File: src/source/link_pkg.sv
`default_nettype none

package link_pkg;

	// ------------------------------------------------------------------------
	// widths
	// ------------------------------------------------------------------------

	// host words and memory data share one width
	parameter int WORD_W = 32;

	// byte address, 512 MB memory space
	parameter int ADDR_W = 29;

	// word count field of a config word
	parameter int COUNT_W = 12;

	// byte step between consecutive words
	parameter int ADDR_STEP = 4;

	// ------------------------------------------------------------------------
	// sync handshake
	// ------------------------------------------------------------------------

	// host sends this to leave sync
	parameter logic [WORD_W-1:0] KEY_SYNC = 32'h4A78_B9F2;

	// echo mask while in sync
	parameter logic [WORD_W-1:0] XOR_SYNC = 32'hCD00_31F7;

	// ------------------------------------------------------------------------
	// config word layout
	// ------------------------------------------------------------------------

	// bits 11..0 carry the count when the counted flag is set
	parameter int CFG_WRITE_BIT = 12;
	parameter int CFG_COUNT_BIT = 13;

	// one memory transaction, rw high means write
	typedef struct packed {
		logic              rw;
		logic [ADDR_W-1:0] addr;
		logic [WORD_W-1:0] wdata;
	} mem_req_t;

endpackage

`default_nettype wire
File: src/source/debug_link_top.sv
`default_nettype none

module debug_link_top
	import link_pkg::*;
#(
	parameter int PURGE_CYCLES = 20000
) (
	input  wire logic              clock_i,
	input  wire logic              resetn_i,
	// host receive FIFO
	input  wire logic              rx_empty_i,
	input  wire logic [WORD_W-1:0] rx_data_i,
	output logic                   rx_read_o,
	// host transmit FIFO
	input  wire logic              tx_full_i,
	output logic                   tx_write_o,
	output logic [WORD_W-1:0]      tx_data_o,
	// memory bus
	input  wire logic              ready_i,
	output logic                   req_o,
	output logic                   rw_o,
	output logic [ADDR_W-1:0]      addr_o,
	output logic [WORD_W-1:0]      wdata_o,
	input  wire logic              done_i,
	input  wire logic [WORD_W-1:0] rdata_i,
	output logic                   clear_o,
	output logic                   exception_o
);

	logic              word_valid;
	logic [WORD_W-1:0] word;
	logic              word_take;

	logic              send_valid;
	logic [WORD_W-1:0] send_word;
	logic              send_ready;

	logic              cmd_valid;
	mem_req_t          cmd;
	logic              cmd_ready;
	logic              cmd_done;
	logic [WORD_W-1:0] bus_rdata;

	// ------------------------------------------------------------------------
	// host input
	// ------------------------------------------------------------------------

	link_word_receiver #(
		.PURGE_CYCLES(PURGE_CYCLES)
	) u_receiver (
		.clock_i      (clock_i),
		.resetn_i     (resetn_i),
		.rx_empty_i   (rx_empty_i),
		.rx_data_i    (rx_data_i),
		.rx_read_o    (rx_read_o),
		.word_valid_o (word_valid),
		.word_o       (word),
		.word_take_i  (word_take)
	);

	// ------------------------------------------------------------------------
	// command processing
	// ------------------------------------------------------------------------

	link_sequencer u_sequencer (
		.clock_i      (clock_i),
		.resetn_i     (resetn_i),
		.word_valid_i (word_valid),
		.word_i       (word),
		.word_take_o  (word_take),
		.send_valid_o (send_valid),
		.send_word_o  (send_word),
		.send_ready_i (send_ready),
		.cmd_valid_o  (cmd_valid),
		.cmd_o        (cmd),
		.cmd_ready_i  (cmd_ready),
		.cmd_done_i   (cmd_done),
		.rdata_i      (bus_rdata),
		.exception_o  (exception_o)
	);

	// ------------------------------------------------------------------------
	// memory and host outputs
	// ------------------------------------------------------------------------

	link_bus_master u_bus_master (
		.clock_i     (clock_i),
		.resetn_i    (resetn_i),
		.cmd_valid_i (cmd_valid),
		.cmd_i       (cmd),
		.cmd_ready_o (cmd_ready),
		.cmd_done_o  (cmd_done),
		.rdata_o     (bus_rdata),
		.ready_i     (ready_i),
		.req_o       (req_o),
		.rw_o        (rw_o),
		.addr_o      (addr_o),
		.wdata_o     (wdata_o),
		.done_i      (done_i),
		.rdata_i     (rdata_i),
		.clear_o     (clear_o)
	);

	link_word_sender u_sender (
		.clock_i      (clock_i),
		.resetn_i     (resetn_i),
		.send_valid_i (send_valid),
		.send_word_i  (send_word),
		.send_ready_o (send_ready),
		.tx_full_i    (tx_full_i),
		.tx_write_o   (tx_write_o),
		.tx_data_o    (tx_data_o)
	);

endmodule

`default_nettype wire

File: src/source/link_word_sender.sv
`default_nettype none

module link_word_sender
	import link_pkg::*;
(
	input  wire logic              clock_i,
	input  wire logic              resetn_i,
	input  wire logic              send_valid_i,
	input  wire logic [WORD_W-1:0] send_word_i,
	output logic                   send_ready_o,
	input  wire logic              tx_full_i,
	output logic                   tx_write_o,
	output logic [WORD_W-1:0]      tx_data_o
);

	logic              full_q;
	logic [WORD_W-1:0] data_q;

	// drain whenever the FIFO has room
	assign tx_write_o = full_q && !tx_full_i;
	assign tx_data_o  = data_q;

	// slot frees up in the same cycle it drains
	assign send_ready_o = !full_q || !tx_full_i;

	always_ff @(posedge clock_i) begin
		if (!resetn_i) begin
			full_q <= 1'b0;
		end else if (send_valid_i && send_ready_o) begin
			full_q <= 1'b1;
		end else if (tx_write_o) begin
			full_q <= 1'b0;
		end
	end

	always_ff @(posedge clock_i) begin
		if (send_valid_i && send_ready_o) begin
			data_q <= send_word_i;
		end
	end

endmodule

`default_nettype wire

File: src/source/link_bus_master.sv
`default_nettype none

module link_bus_master
	import link_pkg::*;
(
	input  wire logic              clock_i,
	input  wire logic              resetn_i,
	// command side
	input  wire logic              cmd_valid_i,
	input  wire mem_req_t          cmd_i,
	output logic                   cmd_ready_o,
	output logic                   cmd_done_o,
	output logic [WORD_W-1:0]      rdata_o,
	// memory side
	input  wire logic              ready_i,
	output logic                   req_o,
	output logic                   rw_o,
	output logic [ADDR_W-1:0]      addr_o,
	output logic [WORD_W-1:0]      wdata_o,
	input  wire logic              done_i,
	input  wire logic [WORD_W-1:0] rdata_i,
	output logic                   clear_o
);

	typedef enum logic [1:0] {
		BM_IDLE,
		BM_WAIT_READY,
		BM_WAIT_DONE,
		BM_CLEAR
	} bm_state_t;

	bm_state_t         state_q;
	mem_req_t          req_q;
	logic [WORD_W-1:0] rdata_q;

	// ------------------------------------------------------------------------
	// handshake sequencing
	// ------------------------------------------------------------------------

	always_ff @(posedge clock_i) begin
		if (!resetn_i) begin
			state_q <= BM_IDLE;
		end else begin
			case (state_q)
				BM_IDLE: begin
					if (cmd_valid_i) begin
						state_q <= BM_WAIT_READY;
					end
				end
				// request goes out in the cycle ready is seen
				BM_WAIT_READY: begin
					if (ready_i) begin
						state_q <= BM_WAIT_DONE;
					end
				end
				BM_WAIT_DONE: begin
					if (done_i) begin
						state_q <= BM_CLEAR;
					end
				end
				default: state_q <= BM_IDLE;
			endcase
		end
	end

	// command and read data holding
	always_ff @(posedge clock_i) begin
		if (state_q == BM_IDLE && cmd_valid_i) begin
			req_q <= cmd_i;
		end
		if (state_q == BM_WAIT_DONE && done_i) begin
			rdata_q <= rdata_i;
		end
	end

	assign cmd_ready_o = (state_q == BM_IDLE);
	assign req_o       = (state_q == BM_WAIT_READY) && ready_i;
	assign clear_o     = (state_q == BM_CLEAR);
	assign cmd_done_o  = clear_o;

	// held from request through clear
	assign rw_o    = req_q.rw;
	assign addr_o  = req_q.addr;
	assign wdata_o = req_q.wdata;
	assign rdata_o = rdata_q;

endmodule

`default_nettype wire

File: src/source/link_sequencer.sv
`default_nettype none

module link_sequencer
	import link_pkg::*;
(
	input  wire logic              clock_i,
	input  wire logic              resetn_i,
	// from the word receiver
	input  wire logic              word_valid_i,
	input  wire logic [WORD_W-1:0] word_i,
	output logic                   word_take_o,
	// to the word sender
	output logic                   send_valid_o,
	output logic [WORD_W-1:0]      send_word_o,
	input  wire logic              send_ready_i,
	// to the bus master
	output logic                   cmd_valid_o,
	output mem_req_t               cmd_o,
	input  wire logic              cmd_ready_i,
	input  wire logic              cmd_done_i,
	input  wire logic [WORD_W-1:0] rdata_i,
	output logic                   exception_o
);

	typedef enum logic [3:0] {
		ST_SYNC,
		ST_IDLE,
		ST_CONFIG,
		ST_ADDR,
		ST_WR_DATA,
		ST_MEM,
		ST_MEM_WAIT,
		ST_RD_SEND,
		ST_ACK,
		ST_ERROR
	} state_t;

	localparam logic [ADDR_W-1:0] STEP = ADDR_W'(ADDR_STEP);

	state_t             state_q;
	logic [COUNT_W-1:0] count_q;
	logic               write_q;
	logic [ADDR_W-1:0]  addr_q;
	logic [WORD_W-1:0]  wdata_q;

	logic word_move;
	logic send_move;
	logic last_word;

	assign word_move = word_valid_i && word_take_o;
	assign send_move = send_valid_o && send_ready_i;
	assign last_word = (count_q == COUNT_W'(1));

	// ------------------------------------------------------------------------
	// state and transfer registers
	// ------------------------------------------------------------------------

	always_ff @(posedge clock_i) begin
		if (!resetn_i) begin
			state_q <= ST_SYNC;
			count_q <= '0;
			write_q <= 1'b0;
			addr_q  <= '0;
		end else begin
			case (state_q)
				ST_SYNC: begin
					if (word_move && word_i == KEY_SYNC) begin
						state_q <= ST_IDLE;
					end
				end
				// every command opens with a zero word
				ST_IDLE: begin
					if (word_move) begin
						state_q <= (word_i == '0) ? ST_CONFIG : ST_ERROR;
					end
				end
				ST_CONFIG: begin
					if (word_move) begin
						write_q <= word_i[CFG_WRITE_BIT];
						if (!word_i[CFG_COUNT_BIT]) begin
							count_q <= COUNT_W'(1);
							state_q <= ST_ADDR;
						end else if (word_i[COUNT_W-1:0] == '0) begin
							state_q <= ST_ERROR;
						end else begin
							count_q <= word_i[COUNT_W-1:0];
							state_q <= ST_ADDR;
						end
					end
				end
				ST_ADDR: begin
					if (word_move) begin
						addr_q  <= word_i[ADDR_W-1:0];
						state_q <= write_q ? ST_WR_DATA : ST_MEM;
					end
				end
				ST_WR_DATA: begin
					if (word_move) begin
						state_q <= ST_MEM;
					end
				end
				ST_MEM: begin
					if (cmd_ready_i) begin
						state_q <= ST_MEM_WAIT;
					end
				end
				ST_MEM_WAIT: begin
					if (cmd_done_i) begin
						if (!write_q) begin
							state_q <= ST_RD_SEND;
						end else if (last_word) begin
							state_q <= ST_ACK;
						end else begin
							count_q <= count_q - 1'b1;
							addr_q  <= addr_q + STEP;
							state_q <= ST_WR_DATA;
						end
					end
				end
				// read data stays on rdata_i while the bus master idles
				ST_RD_SEND: begin
					if (send_move) begin
						if (last_word) begin
							state_q <= ST_IDLE;
						end else begin
							count_q <= count_q - 1'b1;
							addr_q  <= addr_q + STEP;
							state_q <= ST_MEM;
						end
					end
				end
				ST_ACK: begin
					if (send_move) begin
						state_q <= ST_IDLE;
					end
				end
				default: state_q <= ST_ERROR;
			endcase
		end
	end

	// pending write data
	always_ff @(posedge clock_i) begin
		if (state_q == ST_WR_DATA && word_move) begin
			wdata_q <= word_i;
		end
	end

	// ------------------------------------------------------------------------
	// handshake outputs
	// ------------------------------------------------------------------------

	always_comb begin
		word_take_o  = 1'b0;
		send_valid_o = 1'b0;
		send_word_o  = '0;
		case (state_q)
			// take a word only when its echo has room
			ST_SYNC: begin
				word_take_o  = send_ready_i;
				send_valid_o = word_valid_i && (word_i != KEY_SYNC);
				send_word_o  = word_i ^ XOR_SYNC;
			end
			ST_IDLE, ST_CONFIG, ST_ADDR, ST_WR_DATA: word_take_o = 1'b1;
			ST_RD_SEND: begin
				send_valid_o = 1'b1;
				send_word_o  = rdata_i;
			end
			ST_ACK: send_valid_o = 1'b1;
			default: ;
		endcase
	end

	assign cmd_valid_o = (state_q == ST_MEM);
	assign cmd_o       = '{rw: write_q, addr: addr_q, wdata: wdata_q};
	assign exception_o = (state_q == ST_ERROR);

endmodule

`default_nettype wire

File: src/source/link_word_receiver.sv
`default_nettype none

module link_word_receiver
	import link_pkg::*;
#(
	parameter int PURGE_CYCLES = 20000
) (
	input  wire logic              clock_i,
	input  wire logic              resetn_i,
	input  wire logic              rx_empty_i,
	input  wire logic [WORD_W-1:0] rx_data_i,
	output logic                   rx_read_o,
	output logic                   word_valid_o,
	output logic [WORD_W-1:0]      word_o,
	input  wire logic              word_take_i
);

	localparam int CNT_W = $clog2(PURGE_CYCLES + 1);
	localparam logic [CNT_W-1:0] PURGE_LAST = CNT_W'(PURGE_CYCLES);

	typedef enum logic [1:0] {
		PH_WAKE,
		PH_PURGE,
		PH_PASS
	} phase_t;

	phase_t           phase_q;
	logic [CNT_W-1:0] quiet_cnt_q;

	// ------------------------------------------------------------------------
	// purge sequencing
	// ------------------------------------------------------------------------

	always_ff @(posedge clock_i) begin
		if (!resetn_i) begin
			phase_q     <= PH_WAKE;
			quiet_cnt_q <= '0;
		end else begin
			case (phase_q)
				// one idle cycle before touching the FIFO
				PH_WAKE: phase_q <= PH_PURGE;
				PH_PURGE: begin
					if (!rx_empty_i) begin
						quiet_cnt_q <= '0;
					end else if (quiet_cnt_q == PURGE_LAST) begin
						phase_q <= PH_PASS;
					end else begin
						quiet_cnt_q <= quiet_cnt_q + 1'b1;
					end
				end
				default: phase_q <= PH_PASS;
			endcase
		end
	end

	// ------------------------------------------------------------------------
	// FIFO access
	// ------------------------------------------------------------------------

	assign word_o       = rx_data_i;
	assign word_valid_o = (phase_q == PH_PASS) && !rx_empty_i;

	always_comb begin
		case (phase_q)
			// stale words are dropped as they show up
			PH_PURGE: rx_read_o = !rx_empty_i;
			PH_PASS:  rx_read_o = word_valid_o && word_take_i;
			default:  rx_read_o = 1'b0;
		endcase
	end

endmodule

`default_nettype wire

File: config.mk
export PLATFORM = sky130hd
export DESIGN_NAME = debug_link_top
export DESIGN_NICKNAME = d
export VERILOG_FILES = /design/src/source/link_pkg.sv /design/src/source/debug_link_top.sv /design/src/source/link_word_sender.sv /design/src/source/link_bus_master.sv /design/src/source/link_sequencer.sv /design/src/source/link_word_receiver.sv
export SDC_FILE = /design/constraint.sdc
export NUM_CORES = 1
export LEC_CHECK = 0
export BUFFER_PORTS_ARGS = -buffer_cell sky130_fd_sc_hd__buf_2
export CAP_MARGIN = 40
export CORE_MARGIN = 2
export CORE_UTILIZATION = 40
export CTS_CLUSTER_SIZE = 16
export DETAILED_ROUTE_END_ITERATION = 7
export HOLD_SLACK_MARGIN = 0.05
export MAX_ROUTING_LAYER = met4
export PLACE_DENSITY = 0.66
export SETUP_SLACK_MARGIN = 0.3
export SYNTH_ARGS = -nofsm -noshare
export SYNTH_HDL_FRONTEND = slang
export SYNTH_SLANG_ARGS = --single-unit
File: constraint.sdc
create_clock -name clock_i -period 6.95 [get_ports clock_i]
set_input_delay 1.39 -clock clock_i [delete_from_list [all_inputs] [get_ports clock_i]]
set_output_delay 1.39 -clock clock_i [all_outputs]
set_load 0.02 [all_outputs]
==> impl_results.md, run 1 <==
* Outcome: finished clean
* Port Buffers at 168
* Worst VDD drop at 0.000147 V
* Least-Margin Pin Slew at 0.915 ns
* Worst Path Max Fanout at 7
* Area of the multi-input gates at 3140 µm²
* Post-CTS resize count at 0
* Cts hold-fix bufs at 0
* Fillers at 2106
* Die ar. at 24800 µm²
* Slew margin rel. at 39.0%
* Met3 GRT Util at 3.22%
* Hold Crit Start: u_sequencer.wdata_q[27]$_DFFE_PP_
* Gate Count Post-Synth at 794
* Largest net degree at the start of global routing at 83
* Skew final at 0.00899 ns
* Via count at 7179
* WP data required at 5.56 ns
* Final Critical Period at 3.79 ns
* Die height at 157 µm
* CP most frequent cell: buf_2
* First-pass GRT wire length at 37.6 mm
* Min-delay worst type: flip-flop to flip-flop
* Met2 usage at 32.3%
* Clk buf depth at 3
* Via density at 5.55
* Setup_tns at 0 ns
* Ys Warns at 0
* Async set or reset register ratio after synthesis at 0%
* Final hold viol count at 0
* Commonest non-fill, non-tap cell in the layout: buf_2
* DRC Markers at 0
* Syn-to-layout area delta at 21.3%
* Number of synthesized flops with an enable pin at 158
* Mean Syn Cell Area at 11.9 µm²
* Worst Setup End Kind: output port
* Sequential share of the synthesized area at 64.4%
* CP Class: input port to output port
* Final non-filler cell area at 11400 µm²
* Cell variety after synth at 70
* CTS tree: done
* Vias in the first global route at 6631
* Fraction of layout cells with a size suffix above 1 at 24.0%
* Max frequency at 264 MHz
* Sequential cell area at 6070 µm²
* Placed cell areas at 10600 µm²
* ANT nets after route at 0
* Tcrit/Tclk final at 54.5%
* Mapped Area at 9420 µm²
* Drt pass-1 iters at 5
* Core Rows at 56
* Root Buffer: clkbuf_16
* Power density over the cells at 261 nW/µm²
* # nets final at 1036
* Worst skew pair latency at 0.51 ns
* Placeable Area at 23300 µm²
* Yosys top cell area share at 50.4%
* Max cap viols at 0
* Top_reg_cell synth: edfxtp_1
* Initial antenna violation count at 3
* GR Util All Layers at 20.2%
* Area contributors post-synth: edfxtp_1 (50%), dfxtp_1 (14%), nand2_1 (3.0%), a21oi_1 (2.6%), nor2_1 (2.3%)
* Synth area leader: edfxtp_1
* Highest-count cells in the layout ignoring fill and taps: buf_2 (171), edfxtp_1 (158), nand2_1 (75)
* Routability congestion estimate at 0.873
* Synthesized net count at 876
* Static Leak at 4.03 nW
* Total power at 2.98 mW
* Sink Count at 224
* Initial Utilization at 40.5%
* Final Setup Violations at 0
* CP max stage cell: o2111a_1
* Slew Viols, Final at 0
* TritonCTS buffer count at 24
* Clock transition at the registers of the reported paths at 0.06 ns
* Post-DR wirelength/cell at 19.0 µm
* Reg2reg start: u_sequencer.count_q[7]$_SDFFE_PN0P_
* 1st-iter DRT viols at 555
* CP peak stage delay at 0.31 ns
* GR peak layer: met2
* CTS HTree Levels at 1
* Critical path cell sequence: buf_2, nor2b_1, o2111a_1, o21a_1, buf_2
* Post-CTS Setup Bufs at 0
* Grt met1 use at 26.4%
* Critical path startpoint: rx_empty_i
* Die Wd at 157 µm
* WL final at 24.6 mm
* Flops & latches, synth at 224
* DP HPWL at 16.5 mm
* I/O pins at 169
* Global route total overflow at 0
* RSZ-0062 raised after global routing: false
* Crit path DAT at 2.40 ns
* Startpoint types: input port
[stage by stage]
stage	cells	setup WS (ns)	utilization [%]	hold WS [ns]
2_1_floorplan	794	1.79	-	0.400
3_3_place_gp	1243	3.15	45.4	0.401
3_5_place_dp	1247	3.15	45.6	0.405
4_1_cts	1291	3.15	49.1	0.416
5_1_grt	1294	3.08	49.1	0.420
6_report	1294	3.16	49.1	0.415
[critical path, delay by kind of cell]
kind,cells,cell delay (ns)
buffers and inverters,2,0.30
AND/OR/NAND/NOR,1,0.24
AO/OA/AOI/OAI,2,0.46
[final timing paths]
check / to / slack, ns / cells past startpoint
worst max-delay path: rx_read_o / 3.16 / 5
worst min-delay path: u_bus_master.wdata_o[27]$_DFFE_PP_ / 0.42 / 0
worst max register to register: u_sequencer.addr_q[19]$_SDFFE_PN0P_ / 4.17 / 6
worst min register to register: u_bus_master.wdata_o[27]$_DFFE_PP_ / 0.42 / 0
[cell type report]
| cell class | count | share of cell area [%] |
|---|---|---|
| diodes | 3 | 0.0657 |
| clock buffers | 30 | 5.64 |
| clock inverters | 14 | 1.42 |
| inverters | 17 | 0.559 |
| multi-input cells | 507 | 27.5 |
| flip-flops and latches | 224 | 53.1 |
| well taps | 319 | 3.49 |
| repair buffers | 180 | 8.26 |
[metal layers]
layer,vias up,part of all wire [%]
met3,46,7.6
met2,326,48
li1,3375,-
met4,0,2.9
met5,-,0
met1,3432,41
[cells in the mapped netlist (7+ instances only)]
| cell | instances |
|---|---|
| nor3_1 | 22 |
| a21oi_1 | 48 |
| and3_1 | 12 |
| a21o_1 | 8 |
| o21ai_0 | 33 |
| inv_1 | 16 |
| nand3_1 | 27 |
| ha_1 | 12 |
| clkbuf_1 | 37 |
| edfxtp_1 | 158 |
| nor2b_1 | 9 |
| nand2_1 | 75 |
| o31ai_1 | 12 |
| nor4_1 | 14 |
| xor2_1 | 9 |
| nor2_1 | 57 |
| nand4_1 | 17 |
| a31oi_1 | 12 |
| or3_1 | 8 |
| dfxtp_1 | 66 |
| o22ai_1 | 7 |
| a22o_1 | 17 |
[sequential cells by signal, summed over array words and instances (netlist names), 2 cells and up]
| name | count |
|---|---|
| u_sequencer.addr_q | 29 |
| u_sequencer.wdata_q | 32 |
| u_bus_master.state_q | 2 |
| u_receiver.quiet_cnt_q | 15 |
| u_bus_master.rdata_o | 32 |
| u_receiver.phase_q | 2 |
| u_sequencer.state_q | 4 |
| u_sender.tx_data_o | 32 |
| u_bus_master.addr_o | 29 |
| u_sequencer.count_q | 12 |
| u_bus_master.wdata_o | 32 |
[report_power, final]
group          total [mW]  switching, mW  internal [mW]  leakage [nW]
logic               0.216          0.142         0.0737          1.74
clock network        1.29          0.520          0.774         0.392
registers            1.47         0.0115           1.46          1.90
[cell families after synthesis]
kind of cell	after synthesis	share of synthesized area [%]
xor+xnor	12	1.12
compound gates	201	14.7
buf+inv	63	2.72
flops	224	64.4
simple gates	276	14.8
fa+ha+maj	12	1.59
mux	6	0.651
Note: power is estimated with default switching activity, not from simulation.
==> run 2, diff against run 1 <==
Settings changed: PLACE_DENSITY 0.66 to 0.69.
Clock period 6.95 ns to 3.1 ns, I/O delays scaled along.
==> run 2 against run 1 <==
  * Sequential power increased by 120%
  * Total power increased by 130%
  * Routed wire length decreased by 0.72%
  * Cell count increased by 0.85%
  * Clock skew increased by 0.015 ns
  * Clock-buffer cell count increased by 5
  * Sequential cell count unchanged
  * Critical path depth decreased by 1
  * First-iteration DRC count decreased by 5.4%
  * Die area unchanged
  * Global-route usage about the same
  * Highest routed layer unchanged
==> impl_results.md, run 2 (synthesized netlist as in run 1, its figures left out) <==
* Worst R2R Setup Slack at 0.58 ns
* Crit path DAT at 2.11 ns
* Sink Count at 224
* CP Class: flip-flop to output port
* Commonest non-fill, non-tap cell in the layout: buf_2
* Largest net degree at the start of global routing at 84
* Via density at 5.45
* Total power at 6.73 mW
* Outcome: finished clean
* Placeable Area at 23300 µm²
* Clock transition at the registers of the reported paths at 0.06 ns
* Startpoint types: flip-flop
* Initial Utilization at 40.5%
* CTS tree: done
* CTS HTree Levels at 1
* Slew Viols, Final at 0
* Die Wd at 157 µm
* Initial antenna violation count at 4
* Fillers at 2070
* Root Buffer: clkbuf_16
* DRC Markers at 0
* Area of the multi-input gates at 3150 µm²
* I/O pins at 169
* Final Critical Period at 2.73 ns
* Post-DR wirelength/cell at 18.7 µm
* Die height at 157 µm
* Static Leak at 4.11 nW
* Global route total overflow at 0
* 1st-iter DRT viols at 525
* Slew margin rel. at 49.5%
* Core Rows at 56
* Clk buf depth at 3
* Syn-to-layout area delta at 23.2%
* Worst VDD drop at 0.000346 V
* Max frequency at 366 MHz
* Worst Path Max Fanout at 19
* Worst Setup End Kind: output port
* Max cap viols at 0
* Die ar. at 24800 µm²
* Via count at 7112
* # nets final at 1046
* Sequential cell area at 6070 µm²
* Port Buffers at 168
* RSZ-0062 raised after global routing: false
* Routability congestion estimate at 0.913
* Power density over the cells at 581 nW/µm²
* Skew final at 0.0236 ns
* Worst skew pair latency at 0.53 ns
* Cts hold-fix bufs at 0
* DP HPWL at 16.7 mm
* Least-Margin Pin Slew at 0.750 ns
* Fraction of layout cells with a size suffix above 1 at 25.2%
* GR Util All Layers at 20.1%
* Tcrit/Tclk final at 88.2%
* ANT nets after route at 0
* Highest-count cells in the layout ignoring fill and taps: buf_2 (168), edfxtp_1 (158), nand2_1 (75)
* WP data required at 2.48 ns
* Final Setup Violations at 0
* Final hold viol count at 0
* WL final at 24.4 mm
* Setup_tns at 0 ns
* Vias in the first global route at 6723
* Min-delay worst type: input port to flip-flop
* TritonCTS buffer count at 24
* Drt pass-1 iters at 6
* First-pass GRT wire length at 37.7 mm
-- run 2: worst paths after layout --
path                                                     startpoint                                  end  cells past startpoint
worst max-delay path            u_sequencer.state_q[1]$_SDFFE_PN0P_                            rx_read_o                      4
worst min-delay path                                    rdata_i[28]   u_bus_master.rdata_o[28]$_DFFE_PP_                      1
worst max register to register  u_sequencer.count_q[7]$_SDFFE_PN0P_  u_sequencer.count_q[9]$_SDFFE_PN0P_                      5
worst min register to register     u_sequencer.wdata_q[2]$_DFFE_PP_    u_bus_master.wdata_o[2]$_DFFE_PP_                      0
-- run 2: area by class of cell --
type	count	area share (%)
well taps	319	3.44
clock inverters	9	1.13
flip-flops and latches	224	52.3
diodes	4	0.0863
multi-input cells	507	27.2
clock buffers	35	5.96
inverters	17	0.550
repair buffers	190	9.34
-- run 2: metrics by stage --
step	instance area [µm²]	hold slack (ns)	util (%)	setup WS, ns	std cells
after CTS	11600	0.247	49.8	0.316	1301
after floorplan	9450	0.400	-	0.444	794
after detailed placement	10800	0.405	46.2	0.208	1257
final	11600	0.268	49.9	0.365	1305
after global routing	11600	0.246	49.9	0.333	1305
after global placement	10700	0.400	46.0	0.426	1255
-- run 2: repair_timing --
action,in CTS,in global routing
endpoints found under the setup margin,1,2
buffers inserted,0,0
resized for setup,2,3
-- run 2: layer usage --
| layer | vias to the layer above | global-route usage (%) | part of all wire, % |
|---|---|---|---|
| li1 | 3390 | - | - |
| met1 | 3378 | 25.8 | 41 |
| met2 | 289 | 32.4 | 49 |
| met3 | 55 | 3.63 | 7.2 |
| met4 | 0 | 6.97 | 2.9 |
| met5 | - | - | 0 |
-- run 2: worst max-delay path, stage by stage (launching register included) --
cell      delay (ns)
dfxtp_2         0.44
or3_4           0.46
o2111a_1        0.33
o21a_1          0.21
buf_2           0.15
-- run 2: power by group --
group	internal, mW	switching [mW]
clock	1.80	1.14
combinational	0.174	0.324
sequential	3.27	0.0252
